--- src/design/fpu_pkg.sv ---
package fpu_pkg;

    // ============================
    // Opcodes
    // ============================

    typedef enum logic [7:0] {
        OP_NOP    = 8'h00,
        OP_FLD    = 8'h20,  // Push from data_in
        OP_FST    = 8'h21,  // ST(0) to data_out
        OP_FSTP   = 8'h22,  // ST(0) to data_out, then pop
        OP_FXCH   = 8'h23,  // Swap ST(0) and ST(i)
        OP_FILD16 = 8'h30,
        OP_FILD32 = 8'h31,
        OP_FCLEX  = 8'hF3
    } fpu_op_e;

    // ============================
    // Extended real format
    // ============================

    typedef struct packed {
        logic        sign;
        logic [14:0] exponent;
        logic        int_bit;   // Explicit integer bit
        logic [62:0] fraction;
    } ext_fields_t;

    typedef union packed {
        logic [79:0] raw;
        ext_fields_t f;
    } ext_real_u;

    typedef enum logic [1:0] {
        TAG_VALID   = 2'b00,
        TAG_ZERO    = 2'b01,
        TAG_SPECIAL = 2'b10,
        TAG_EMPTY   = 2'b11
    } tag_e;

    // One stack operation per commit
    typedef struct packed {
        logic        push;
        logic        pop;
        logic        write_st0;
        logic        exchange;
        logic [2:0]  index;     // i of ST(i)
        ext_real_u   wdata;
    } stack_cmd_t;

    typedef struct packed {
        logic overflow;
        logic underflow;
    } stack_fault_t;

    localparam int          EXP_BIAS        = 16383;
    localparam logic [79:0] REAL_INDEFINITE = 80'hFFFF_C000_0000_0000_0000;
    localparam logic [15:0] CW_DEFAULT      = 16'h037F;  // All masked

    // Status word layout
    localparam int SW_BUSY    = 15;
    localparam int SW_TOP_HI  = 13;
    localparam int SW_TOP_LO  = 11;
    localparam int SW_C1      = 9;
    localparam int SW_ES      = 7;
    localparam int SW_SF      = 6;
    localparam int SW_EXC_MSB = 5;  // PE UE OE ZE DE IE
    localparam int SW_IE      = 0;

    // Control word masks
    localparam int CW_MASK_MSB = 5;
    localparam int CW_IM       = 0;

endpackage

--- src/design/fpu_register_stack.sv ---
`timescale 1ns/1ps

module fpu_register_stack (
    input  logic                 clk,
    input  logic                 reset,
    input  fpu_pkg::stack_cmd_t  cmd,
    output fpu_pkg::ext_real_u   st0,
    output fpu_pkg::ext_real_u   sti,
    output logic [2:0]           top,
    output logic [15:0]          tag_word,
    output fpu_pkg::stack_fault_t fault
);
    import fpu_pkg::*;

    logic [79:0] regs [8];   // Physical registers
    tag_e        tags [8];
    logic [2:0]  push_slot;
    logic [2:0]  sti_slot;
    logic        cmd_ok;
    logic        do_push;
    logic        do_pop;
    logic        do_write;
    logic        do_xchg;

    function automatic tag_e tag_of(ext_real_u v);
        return (v.f.exponent == '0 && v.f.fraction == '0) ? TAG_ZERO : TAG_VALID;
    endfunction

    assign push_slot = top - 3'd1;        // Stack grows downward
    assign sti_slot  = top + cmd.index;

    assign st0 = ext_real_u'(regs[top]);
    assign sti = ext_real_u'(regs[sti_slot]);

    // ============================
    // Fault detection
    // ============================

    always_comb begin
        fault = '0;
        fault.overflow  = cmd.push && (tags[push_slot] != TAG_EMPTY);
        fault.underflow = ((cmd.pop || cmd.write_st0 || cmd.exchange)
                           && (tags[top] == TAG_EMPTY))
                          || (cmd.exchange && (tags[sti_slot] == TAG_EMPTY));
    end

    // A faulting command leaves the stack untouched
    assign cmd_ok   = !(fault.overflow || fault.underflow);
    assign do_push  = cmd.push && cmd_ok;
    assign do_pop   = cmd.pop && cmd_ok;
    assign do_write = cmd.write_st0 && cmd_ok;
    assign do_xchg  = cmd.exchange && cmd_ok;

    // ============================
    // TOP and tags
    // ============================

    always_ff @(posedge clk or posedge reset) begin
        if (reset) begin
            top <= 3'd0;
            for (int r = 0; r < 8; r++) begin
                tags[r] <= TAG_EMPTY;
            end
        end else if (do_push) begin
            top             <= push_slot;
            tags[push_slot] <= tag_of(cmd.wdata);
        end else if (do_pop) begin
            tags[top] <= TAG_EMPTY;
            top       <= top + 3'd1;
        end else if (do_write) begin
            tags[top] <= tag_of(cmd.wdata);
        end else if (do_xchg) begin
            tags[top]      <= tags[sti_slot];
            tags[sti_slot] <= tags[top];
        end
    end

    // Register contents
    always_ff @(posedge clk) begin
        if (do_push) begin
            regs[push_slot] <= cmd.wdata.raw;
        end else if (do_write) begin
            regs[top] <= cmd.wdata.raw;
        end else if (do_xchg) begin
            regs[top]      <= cmd.wdata.raw;  // Carries old ST(i)
            regs[sti_slot] <= st0.raw;
        end
    end

    always_comb begin
        tag_word = '0;
        for (int r = 0; r < 8; r++) begin
            tag_word[2*r +: 2] = tags[r];
        end
    end

endmodule

--- src/design/fpu_int_loader.sv ---
`timescale 1ns/1ps

module fpu_int_loader (
    input  logic               clk,
    input  logic               reset,
    input  logic               start,
    input  logic               wide,    // 1 for 32-bit source
    input  logic [31:0]        value,
    output fpu_pkg::ext_real_u result
);
    import fpu_pkg::*;

    logic [31:0] ext_value;
    logic        neg;
    logic [31:0] mag;
    logic [4:0]  msb;
    logic [63:0] norm;
    ext_real_u   conv;

    assign ext_value = wide ? value : {{16{value[15]}}, value[15:0]};
    assign neg       = ext_value[31];
    assign mag       = neg ? (~ext_value + 32'd1) : ext_value;  // 2^31 still fits

    // Position of the leading one
    always_comb begin
        msb = 5'd0;
        for (int b = 0; b < 32; b++) begin
            if (mag[b]) begin
                msb = 5'(b);
            end
        end
    end

    assign norm = {mag, 32'd0} << (5'd31 - msb);

    always_comb begin
        conv.raw = '0;  // Positive zero
        if (mag != '0) begin
            conv.f.sign     = neg;
            conv.f.exponent = 15'(EXP_BIAS + int'(msb));
            conv.f.int_bit  = norm[63];
            conv.f.fraction = norm[62:0];
        end
    end

    always_ff @(posedge clk or posedge reset) begin
        if (reset) begin
            result <= '0;
        end else if (start) begin
            result <= conv;
        end
    end

endmodule

--- src/design/fpu_status_control.sv ---
`timescale 1ns/1ps

module fpu_status_control #(
    parameter logic [15:0] CW_RESET_VALUE = fpu_pkg::CW_DEFAULT
) (
    input  logic                  clk,
    input  logic                  reset,
    input  logic [15:0]           control_in,
    input  logic                  control_write,
    input  logic [2:0]            top,
    input  logic                  busy,
    input  logic                  commit,
    input  fpu_pkg::stack_fault_t fault,
    input  logic                  clear_exc,
    output logic [15:0]           status_word,
    output logic [15:0]           control_word,
    output logic                  error
);
    import fpu_pkg::*;

    logic [SW_EXC_MSB:0] exc_q;  // Sticky exception flags
    logic                sf_q;
    logic                c1_q;
    logic                es;
    logic                any_fault;

    assign any_fault = fault.overflow || fault.underflow;

    // ============================
    // Control word
    // ============================

    // Rounding and precision fields are kept but not used
    always_ff @(posedge clk or posedge reset) begin
        if (reset) begin
            control_word <= CW_RESET_VALUE;
        end else if (control_write) begin
            control_word <= control_in;
        end
    end

    // ============================
    // Status word
    // ============================

    always_ff @(posedge clk or posedge reset) begin
        if (reset) begin
            exc_q <= '0;
            sf_q  <= 1'b0;
            c1_q  <= 1'b0;
        end else if (clear_exc) begin
            exc_q <= '0;
            sf_q  <= 1'b0;
            c1_q  <= 1'b0;
        end else if (commit && any_fault) begin
            exc_q[SW_IE] <= 1'b1;            // Stack fault is an invalid op
            sf_q         <= 1'b1;
            c1_q         <= fault.overflow;  // 1 up, 0 down
        end
    end

    // Summary of unmasked exceptions
    assign es = |(exc_q & ~control_word[CW_MASK_MSB:0]);

    always_comb begin
        status_word                       = '0;
        status_word[SW_BUSY]              = busy;
        status_word[SW_TOP_HI:SW_TOP_LO]  = top;
        status_word[SW_C1]                = c1_q;
        status_word[SW_ES]                = es;
        status_word[SW_SF]                = sf_q;
        status_word[SW_EXC_MSB:0]         = exc_q;
    end

    assign error = es;

endmodule

--- src/design/fpu_sequencer.sv ---
`timescale 1ns/1ps

module fpu_sequencer (
    input  logic                  clk,
    input  logic                  reset,
    input  logic [7:0]            instruction,
    input  logic [2:0]            stack_index,
    input  logic                  execute,
    input  logic [79:0]           data_in,
    input  logic [31:0]           int_data_in,
    input  fpu_pkg::ext_real_u    st0,
    input  fpu_pkg::ext_real_u    sti,
    input  fpu_pkg::stack_fault_t fault,
    input  fpu_pkg::ext_real_u    loader_result,
    output logic                  ready,
    output logic                  busy,
    output logic [79:0]           data_out,
    output fpu_pkg::stack_cmd_t   stack_cmd,
    output logic                  loader_start,
    output logic                  loader_wide,
    output logic [31:0]           loader_value,
    output logic                  commit,
    output logic                  clear_exc
);
    import fpu_pkg::*;

    localparam logic [1:0] S_IDLE   = 2'd0;
    localparam logic [1:0] S_LOAD   = 2'd1;  // Loader converts here
    localparam logic [1:0] S_COMMIT = 2'd2;  // Stack and status update at end

    logic [1:0]  state;
    fpu_op_e     op_q;
    logic [2:0]  idx_q;
    logic [79:0] data_q;
    logic [31:0] int_q;
    logic        accept;
    logic        is_fild;
    logic        is_store;

    assign accept   = execute && ready;
    assign is_fild  = (op_q == OP_FILD16) || (op_q == OP_FILD32);
    assign is_store = (op_q == OP_FST) || (op_q == OP_FSTP);

    // ============================
    // Instruction FSM
    // ============================

    always_ff @(posedge clk or posedge reset) begin
        if (reset) begin
            state    <= S_IDLE;
            ready    <= 1'b1;
            op_q     <= OP_NOP;
            idx_q    <= 3'd0;
            data_out <= '0;
        end else begin
            case (state)
                S_IDLE: begin
                    if (accept) begin
                        op_q  <= fpu_op_e'(instruction);
                        idx_q <= stack_index;
                        ready <= 1'b0;
                        state <= S_LOAD;
                    end
                end
                S_LOAD: begin
                    state <= S_COMMIT;
                end
                S_COMMIT: begin
                    if (is_store) begin
                        data_out <= fault.underflow ? REAL_INDEFINITE : st0.raw;
                    end
                    ready <= 1'b1;
                    state <= S_IDLE;
                end
                default: begin
                    ready <= 1'b1;
                    state <= S_IDLE;
                end
            endcase
        end
    end

    // Operands sampled on the accepting edge
    always_ff @(posedge clk) begin
        if (accept) begin
            data_q <= data_in;
            int_q  <= int_data_in;
        end
    end

    assign loader_start = (state == S_LOAD) && is_fild;
    assign loader_wide  = (op_q == OP_FILD32);
    assign loader_value = int_q;

    // ============================
    // Stack command
    // ============================

    always_comb begin
        stack_cmd           = '0;
        stack_cmd.index     = idx_q;
        stack_cmd.wdata.raw = data_q;
        if (state == S_COMMIT) begin
            case (op_q)
                OP_FLD: begin
                    stack_cmd.push = 1'b1;
                end
                OP_FILD16, OP_FILD32: begin
                    stack_cmd.push  = 1'b1;
                    stack_cmd.wdata = loader_result;
                end
                OP_FST: begin
                    stack_cmd.write_st0 = 1'b1;   // Rewrite ST(0) in place
                    stack_cmd.wdata     = st0;
                end
                OP_FSTP: begin
                    stack_cmd.pop = 1'b1;
                end
                OP_FXCH: begin
                    stack_cmd.exchange = 1'b1;
                    stack_cmd.wdata    = sti;     // New ST(0)
                end
                default: begin
                    // NOP and FCLEX leave the stack alone
                end
            endcase
        end
    end

    assign commit    = (state == S_COMMIT);
    assign clear_exc = commit && (op_q == OP_FCLEX);
    assign busy      = (state != S_IDLE);

endmodule

--- src/design/fpu_core.sv ---
`timescale 1ns/1ps

module fpu_core #(
    parameter logic [15:0] CW_RESET_VALUE = fpu_pkg::CW_DEFAULT
) (
    input  logic        clk,
    input  logic        reset,
    input  logic [7:0]  instruction,
    input  logic [2:0]  stack_index,
    input  logic        execute,
    output logic        ready,
    output logic        error,
    input  logic [79:0] data_in,
    output logic [79:0] data_out,
    input  logic [31:0] int_data_in,  // FILD16 uses [15:0]
    input  logic [15:0] control_in,
    input  logic        control_write,
    output logic [15:0] status_out,
    output logic [15:0] control_out,
    output logic [15:0] tag_word_out
);
    import fpu_pkg::*;

    stack_cmd_t   stack_cmd;
    stack_fault_t fault;
    ext_real_u    st0;
    ext_real_u    sti;
    ext_real_u    loader_result;
    logic [2:0]   top;
    logic         busy;
    logic         loader_start;
    logic         loader_wide;
    logic [31:0]  loader_value;
    logic         commit;
    logic         clear_exc;

    fpu_sequencer u_sequencer (
        .clk           (clk),
        .reset         (reset),
        .instruction   (instruction),
        .stack_index   (stack_index),
        .execute       (execute),
        .data_in       (data_in),
        .int_data_in   (int_data_in),
        .st0           (st0),
        .sti           (sti),
        .fault         (fault),
        .loader_result (loader_result),
        .ready         (ready),
        .busy          (busy),
        .data_out      (data_out),
        .stack_cmd     (stack_cmd),
        .loader_start  (loader_start),
        .loader_wide   (loader_wide),
        .loader_value  (loader_value),
        .commit        (commit),
        .clear_exc     (clear_exc)
    );

    fpu_register_stack u_stack (
        .clk      (clk),
        .reset    (reset),
        .cmd      (stack_cmd),
        .st0      (st0),
        .sti      (sti),
        .top      (top),
        .tag_word (tag_word_out),
        .fault    (fault)
    );

    fpu_int_loader u_loader (
        .clk    (clk),
        .reset  (reset),
        .start  (loader_start),
        .wide   (loader_wide),
        .value  (loader_value),
        .result (loader_result)
    );

    fpu_status_control #(
        .CW_RESET_VALUE (CW_RESET_VALUE)
    ) u_status (
        .clk           (clk),
        .reset         (reset),
        .control_in    (control_in),
        .control_write (control_write),
        .top           (top),
        .busy          (busy),
        .commit        (commit),
        .fault         (fault),
        .clear_exc     (clear_exc),
        .status_word   (status_out),
        .control_word  (control_out),
        .error         (error)
    );

endmodule

--- config.mk ---
export PLATFORM = sky130hd
export DESIGN_NAME = fpu_core
export DESIGN_NICKNAME = d
export VERILOG_FILES = /design/src/design/fpu_pkg.sv /design/src/design/fpu_register_stack.sv /design/src/design/fpu_int_loader.sv /design/src/design/fpu_status_control.sv /design/src/design/fpu_sequencer.sv /design/src/design/fpu_core.sv
export SDC_FILE = /design/constraint.sdc
export NUM_CORES = 2
export LEC_CHECK = 0
export ABC_AREA = 1
export ABC_CLOCK_PERIOD_IN_PS = 6290
export BUFFER_PORTS_ARGS = -buffer_cell sky130_fd_sc_hd__buf_2
export CELL_PAD_IN_SITES_DETAIL_PLACEMENT = 1
export CELL_PAD_IN_SITES_GLOBAL_PLACEMENT = 2
export CORE_UTILIZATION = 38
export CTS_CLUSTER_SIZE = 28
export DETAILED_ROUTE_END_ITERATION = 12
export PLACE_DENSITY = 0.87
export RECOVER_POWER = 50
export SLEW_MARGIN = 10
export SYNTH_ARGS = -nofsm -noshare
export SYNTH_HDL_FRONTEND = slang
export SYNTH_HIERARCHICAL = 1
export SYNTH_SLANG_ARGS = --single-unit
--- constraint.sdc ---
create_clock -name clk -period 6.29 [get_ports clk]
set_input_delay 0.629 -clock clk [delete_from_list [all_inputs] [get_ports clk]]
set_output_delay 0.629 -clock clk [all_outputs]
set_load 0.01 [all_outputs]
**Yosys cells after proc, flatten, opt, wreduce, memory -nomap -nowiden**

Memories as Yosys holds them, arrays and structs flattened.
Index checks and enable logic that the tools add are counted.

- Register bits after elaboration: 323
- Word-level logic and storage cells: 182
- Output and inout port bits: 130
- ROM bits: 0
- Latch bits: 0
- Bits in writable memories: 640
- Memories: 1

- $lt $le $gt $ge: 6
- Add/subtract/negate cells: 6
- Multiplexer cells: 89
- Div/mod/pow operators: 0
- Eq/ne operators: 13
- Reductions and logical operators: 37
- Multiply operators: 0
- Bitwise gates (word level): 9
- Shift operators: 1

Memory list:

| name | words | bits a word | read ports | clocked after Yosys merged registers in | write ports | line | source |
|---|---|---|---|---|---|---|---|
| u_stack.regs | 8 | 80 | 2 | 0 | 2 | fpu_register_stack.sv:15 | `logic [79:0] regs [8];` |

Operators by type and width:

| cell | number |
|---|---|
| 80-bit two-way mux | 5 |
| 80-bit case mux with 3 select lines | 1 |
| 5-bit two-way mux | 16 |
| 80-bit OR reduction | 1 |
| 16-bit bitwise mux | 4 |
| 16-bit two-way mux | 4 |
| 32-bit two-way mux | 2 |
| 64-bit by 5-bit << shifter with 64-bit output | 1 |
| 63-bit zero test | 1 |
| 8-bit by 6-bit == test with 1-bit output (second input constant) | 6 |
| 4-bit two-way mux | 9 |
| 32-bit by 1-bit adder with 32-bit output (second input constant) | 1 |
| 32-bit inverter | 1 |
| 32-bit nonzero test | 1 |
| 2-bit two-way mux | 12 |
| 1-bit two-way mux | 21 |
| 3-bit two-way mux | 7 |
| 2-bit binary-select mux with 3-bit select | 3 |
| 2-bit demux with 3-bit select | 3 |
| 16-bit OR | 1 |
| 14-bit by 5-bit adder with 15-bit output (first input constant) | 1 |
| 1-bit logical AND | 15 |
| 15-bit zero test | 1 |
| 4-bit greater-or-equal comparator (second input constant) | 3 |
| other kinds (26) | 41 |

**Logic depth before layout (Yosys ltp)**

- Word-level depth: 39
- Mapped depth: 50
- Gate-level depth less buffers: 48

**Cells and area by module**

The synthesis kept the hierarchy.

Modules (own cells, without submodules):

| module | times used | area each (sq um) | cells an instance | seq. area each (sq um) |
|---|---|---|---|---|
| fpu_register_stack | 1 | 37272.0 | 4295 | 19713.9 |
| fpu_sequencer | 1 | 10251.1 | 1187 | 5716.7 |
| fpu_int_loader | 1 | 5034.8 | 841 | 1076.0 |
| fpu_status_control | 1 | 885.8 | 98 | 461.7 |

**Worst setup path before layout**

No wires, ideal clock.

- Path type: reg-to-reg
- Start point: reg u_stack.top[0]
- End point: mem u_stack.regs[1][0], enable pin
- Period minus slack after synthesis: 4.944 ns
- Setup time: 0.441 ns
- Data arrival time: 4.503 ns
- Path buffers: 4
- Path slack: 1.346 ns
- Stages on the path, launching flop included: 20
- Data required time: 5.849 ns
- Path through: dfrtp_1 > buf_4 > inv_4 > buf_2 > buf_1 > ha_1 > buf_2 > clkinv_1 > nand2_1 > nand2_1 > nand2_1 > nand2_1 > a21oi_1 > nor2_2 > nand3_1 > nand2_1 > nand2_1 > nor2_1 > nand2_1 > nand2_1

RTL lines:

| what | line | source |
|---|---|---|
| from (decl) | fpu_register_stack.sv:9 | `output logic [2:0] top,` |
| from (signal assigned) | fpu_register_stack.sv:65 | `top <= push_slot;` |
| from (signal assigned) | fpu_register_stack.sv:69 | `top <= top + 3'd1;` |
| to (decl) | fpu_register_stack.sv:15 |  |

==> impl_results.md <==
- Run status: finished, violations left
- First-pass GRT wire length: 343 mm
- Sum of net half-perimeters after detailed placement: between 100 and 150 mm
- Maximum level of the CTS H-tree: 3
- Finish-stage setup viols: 0
- Count of cells resized by post-cts repair: 0
- Share of synthesized flip-flops with an asynchronous set or reset: roughly a fifth
- Total net switching power: 0.0127 W
- Fill cell total of the finished layout: 16600
- Placed standard-cell area: 56100 um2
- Most frequent cell after synthesis: sky130_fd_sc_hd__nand2_1
- Clock share of power: about a quarter
- Min-Delay Path Class: in2reg
- Pin slew with the least headroom to its limit: 3.63 ns
- Biggest fanout along the worst timing path: 160
- Post-synthesis instance total: 6421
- Library cell occupying the most area in the post-synthesis netlist: sky130_fd_sc_hd__edfxtp_1
- Final number of hold-violating endpoints: 0
- Die Outline Area: roughly 140000 um2
- Initial standard-cell utilization of the core: a little under two fifths
- Boundary Pins: 273
- Worst-case clock skew: 0.0406 ns
- Place WS: between 0.3 and 0.4 ns
- Area of all placed cells without fillers: between 50000 and 60000 um2
- Unrepaired setup endpoints after global routing: false
- Width of the die: 377 um
- Number of global-route vias before repair: slightly above 50000
- Die boundary height: ~380 um
- Buffers from clock root to sink, at most: 3
- Period utilization: approximately 96%
- Num rows: 137
- MaxCap Viol Count: 10
- Worst setup path category: reg2reg
- Top cells by area, synth: sky130_fd_sc_hd__edfxtp_1 42%, sky130_fd_sc_hd__nand2_1 14%, sky130_fd_sc_hd__dfrtp_1 6.9%, sky130_fd_sc_hd__o21ai_0 6.9%, sky130_fd_sc_hd__nand3_1 6.3%
- Violations in the final reports: max-capacitance violations, max-slew violations
- Area of the core: 140000 um2
- Proportion of layout cells with a drive suffix above 1: approximately a tenth
- Final Max Tran Viols: approximately 1100
- Data arrival time of the critical path: 6.43 ns
- Critical path endpoint category: flip-flop
- Synth top cells by count: 1981 x sky130_fd_sc_hd__nand2_1, 752 x sky130_fd_sc_hd__edfxtp_1, 732 x sky130_fd_sc_hd__o21ai_0
- Worst slew margin relative to its limit: -143%
- I/O Buffers: 264
- Combinational power share: around half
- VDD IR max: between 400 and 500 uV
- Aggregate routed wire length: 234 mm
- Yosys top cell area share: 42.3%
- Clock insertion delay at the later pin of the skew report: 0.76 ns
- Wirelength per Cell: about 28 um
- Cell internal power dissipation: 0.0143 W
- Sequential group share of total power: 28.5%
- Clock slew at reported path FFs: 0.06 ns
- Setup Total Neg Slack: 0 ns
- Final Non-Filler Cells: roughly 8400
- Via-per-instance ratio: 6.10
- Maximum number of pins on one net before global-route repair: ~160
- Post-route antenna net violation count: 0
- Setup Buffers After CTS: 0
- Critical path required time: 6.65 ns
- Residual overflow from global routing: 0
- Minimum period implied by the final worst setup slack: 6.07 ns
- Initial antenna violation count: 3
- Worst setup margin: around 0.22 ns
- Number of storage elements in the synthesis netlist: 926
- Weighted congestion at the end of routability-driven global placement: just under 0.9
- Buffer type at the clock tree root: sky130_fd_sc_hd__clkbuf_16
- Worst-case register-to-register setup slack: 0.22 ns
- Number of buffers inserted during clock tree synthesis: about 110
- Count of yosys warnings during synthesis: 6
- Static power due to leakage: 25.0 nW
- Sequential cell area fraction in the yosys report: 50.5%
- Number of nets in the finished design: 6584
- CTS sink cnt: 926
- Hold buffer count at cts: 0
- Number of distinct library cells after synthesis: 57
- Most frequently used flop master after synthesis: sky130_fd_sc_hd__edfxtp_1
- Per-instance average area after synthesis: 8.32 um2
- DRT Pass-1 Iters: 6
- Post-synthesis instance area: ~53000 um2
- Startpoint types: flip-flop
- GRT Util Overall: 32.3%
- Power density relative to cell area: between 400 and 500 nW/um2
- Storage cell area: between 20000 and 30000 um2
- Number of enable-type register cells in the synthesized netlist: 752
- Worst slack on hold paths: 0.0449 ns
- Synth-to-layout area growth: 10.8%
- Proportion of total power due to net switching: 47.0%
- Total via count in the routed design: 51200
- DRC violations left: 0
- Initial drt markers: 5893
- Area of the multi-input gates: 21600 um2
- Achievable frequency: 165 MHz
- Cell Count Post-Placement: 8199
- Clock tree from TritonCTS: done
[area by class of cell]
type | instances | area share (%)
antenna | 3 | 0.0127
clock buffer | 147 | 5.11
clock inverter | 55 | 0.761
inverter | 520 | 3.32
multi-input combinational | 4445 | 36.4
sequential | 926 | 45.5
tap | 1876 | 3.96
timing repair buffer | 432 | 4.84
[flip-flops by register name (all words and copies together) (netlist names)]
signal	count
u_sequencer/ready	1
u_sequencer/loader_value	32
u_status/sf_q	1
u_stack/top	3
u_sequencer/op_q	8
u_loader/result	43
u_stack/regs	640
u_status/c1_q	1
u_sequencer/state	2
u_sequencer/idx_q	3
u_sequencer/data_q	80
u_stack/tag_word	16
u_status/control_word	16
u_sequencer/data_out	80
[worst max-delay path, cell delays in order (launching register included)]
cell and delay (ns):
sky130_fd_sc_hd__dfrtp_1 0.68, sky130_fd_sc_hd__inv_2 0.24, sky130_fd_sc_hd__fa_1 0.70, sky130_fd_sc_hd__inv_2 0.21, sky130_fd_sc_hd__nand2_1 0.08, sky130_fd_sc_hd__nor2_1 0.10
sky130_fd_sc_hd__nor2_1 0.06, sky130_fd_sc_hd__nand2_1 0.05, sky130_fd_sc_hd__nand2_1 0.27, sky130_fd_sc_hd__nand3_1 0.23, sky130_fd_sc_hd__nand4_1 0.28, sky130_fd_sc_hd__buf_4 0.37
sky130_fd_sc_hd__nand3_4 0.15, sky130_fd_sc_hd__clkbuf_4 1.73, sky130_fd_sc_hd__o21ai_0 0.44
[per-layer routing]
metal  part of all wire, %  GRT usage (%)
met1                    39           42.5
met2                    45           51.5
met3                    10           5.62
met4                   5.3           15.5
met5                 0.012              0
[kinds of logic after synthesis]
logic type               count (synthesis)  synth area share, %
AND/OR/NAND/NOR                       3002                 23.8
AO/OA/AOI/OAI                         1369                 15.5
buffers and inverters                 1088                 9.53
flip-flops                             926                 50.5
XOR/XNOR                                26                0.482
adder cells (fa/ha/maj)                  8                0.201
other                                    2               0.0141
[final timing paths]
path                                                from                   endpoint  cells past startpoint
worst max-delay path                      u_stack/top[1]        u_stack/regs[0][48]                     14
max in group asynchronous                          reset   u_sequencer/data_out[26]                      3
min in group asynchronous                          reset  u_status/control_word[10]                      2
worst min register to register  u_status/control_word[8]   u_status/control_word[8]                      2
worst max register to register            u_stack/top[1]        u_stack/regs[0][48]                     14
worst min-delay path                         data_in[46]     u_sequencer/data_q[46]                      1
[through the flow]
step,total power [W],utilization [%]
3_3_place_gp,0.0202,40.2
2_1_floorplan,0.0152,-
3_5_place_dp,0.0205,40.2
6_report,0.0270,42.4
5_1_grt,0.0281,42.4
4_1_cts,0.0268,42.7
[cells in the final DEF, fill, tap and decap left out, drive strengths merged, types with 19 or more instances in the layout]
cell | Yosys | layout
dfrtp | 148 | 148
conb | 2 | 40
a22o | 49 | 49
nand2 | 2002 | 2002
xor2 | 19 | 19
dfstp | 26 | 26
clkbuf | 240 | 268
a21oi | 38 | 38
o21ai | 883 | 883
nand4 | 108 | 108
o22ai | 104 | 104
nand3 | 688 | 688
nor2 | 180 | 180
a221oi | 210 | 210
clkinv | 6 | 47
inv | 514 | 518
a22oi | 45 | 45
buf | 328 | 311
edfxtp | 752 | 752
[power by group through the flow]
stage	logic, W	clock network, W	registers [W]
floorplan	0.00741	0	0.00779
global route	0.0138	0.00661	0.00775
global placement	0.0125	0	0.00778
CTS	0.0128	0.00640	0.00768
detailed placement	0.0127	0	0.00780
finish	0.0130	0.00631	0.00769
Note: power is estimated with default switching activity, not from simulation.
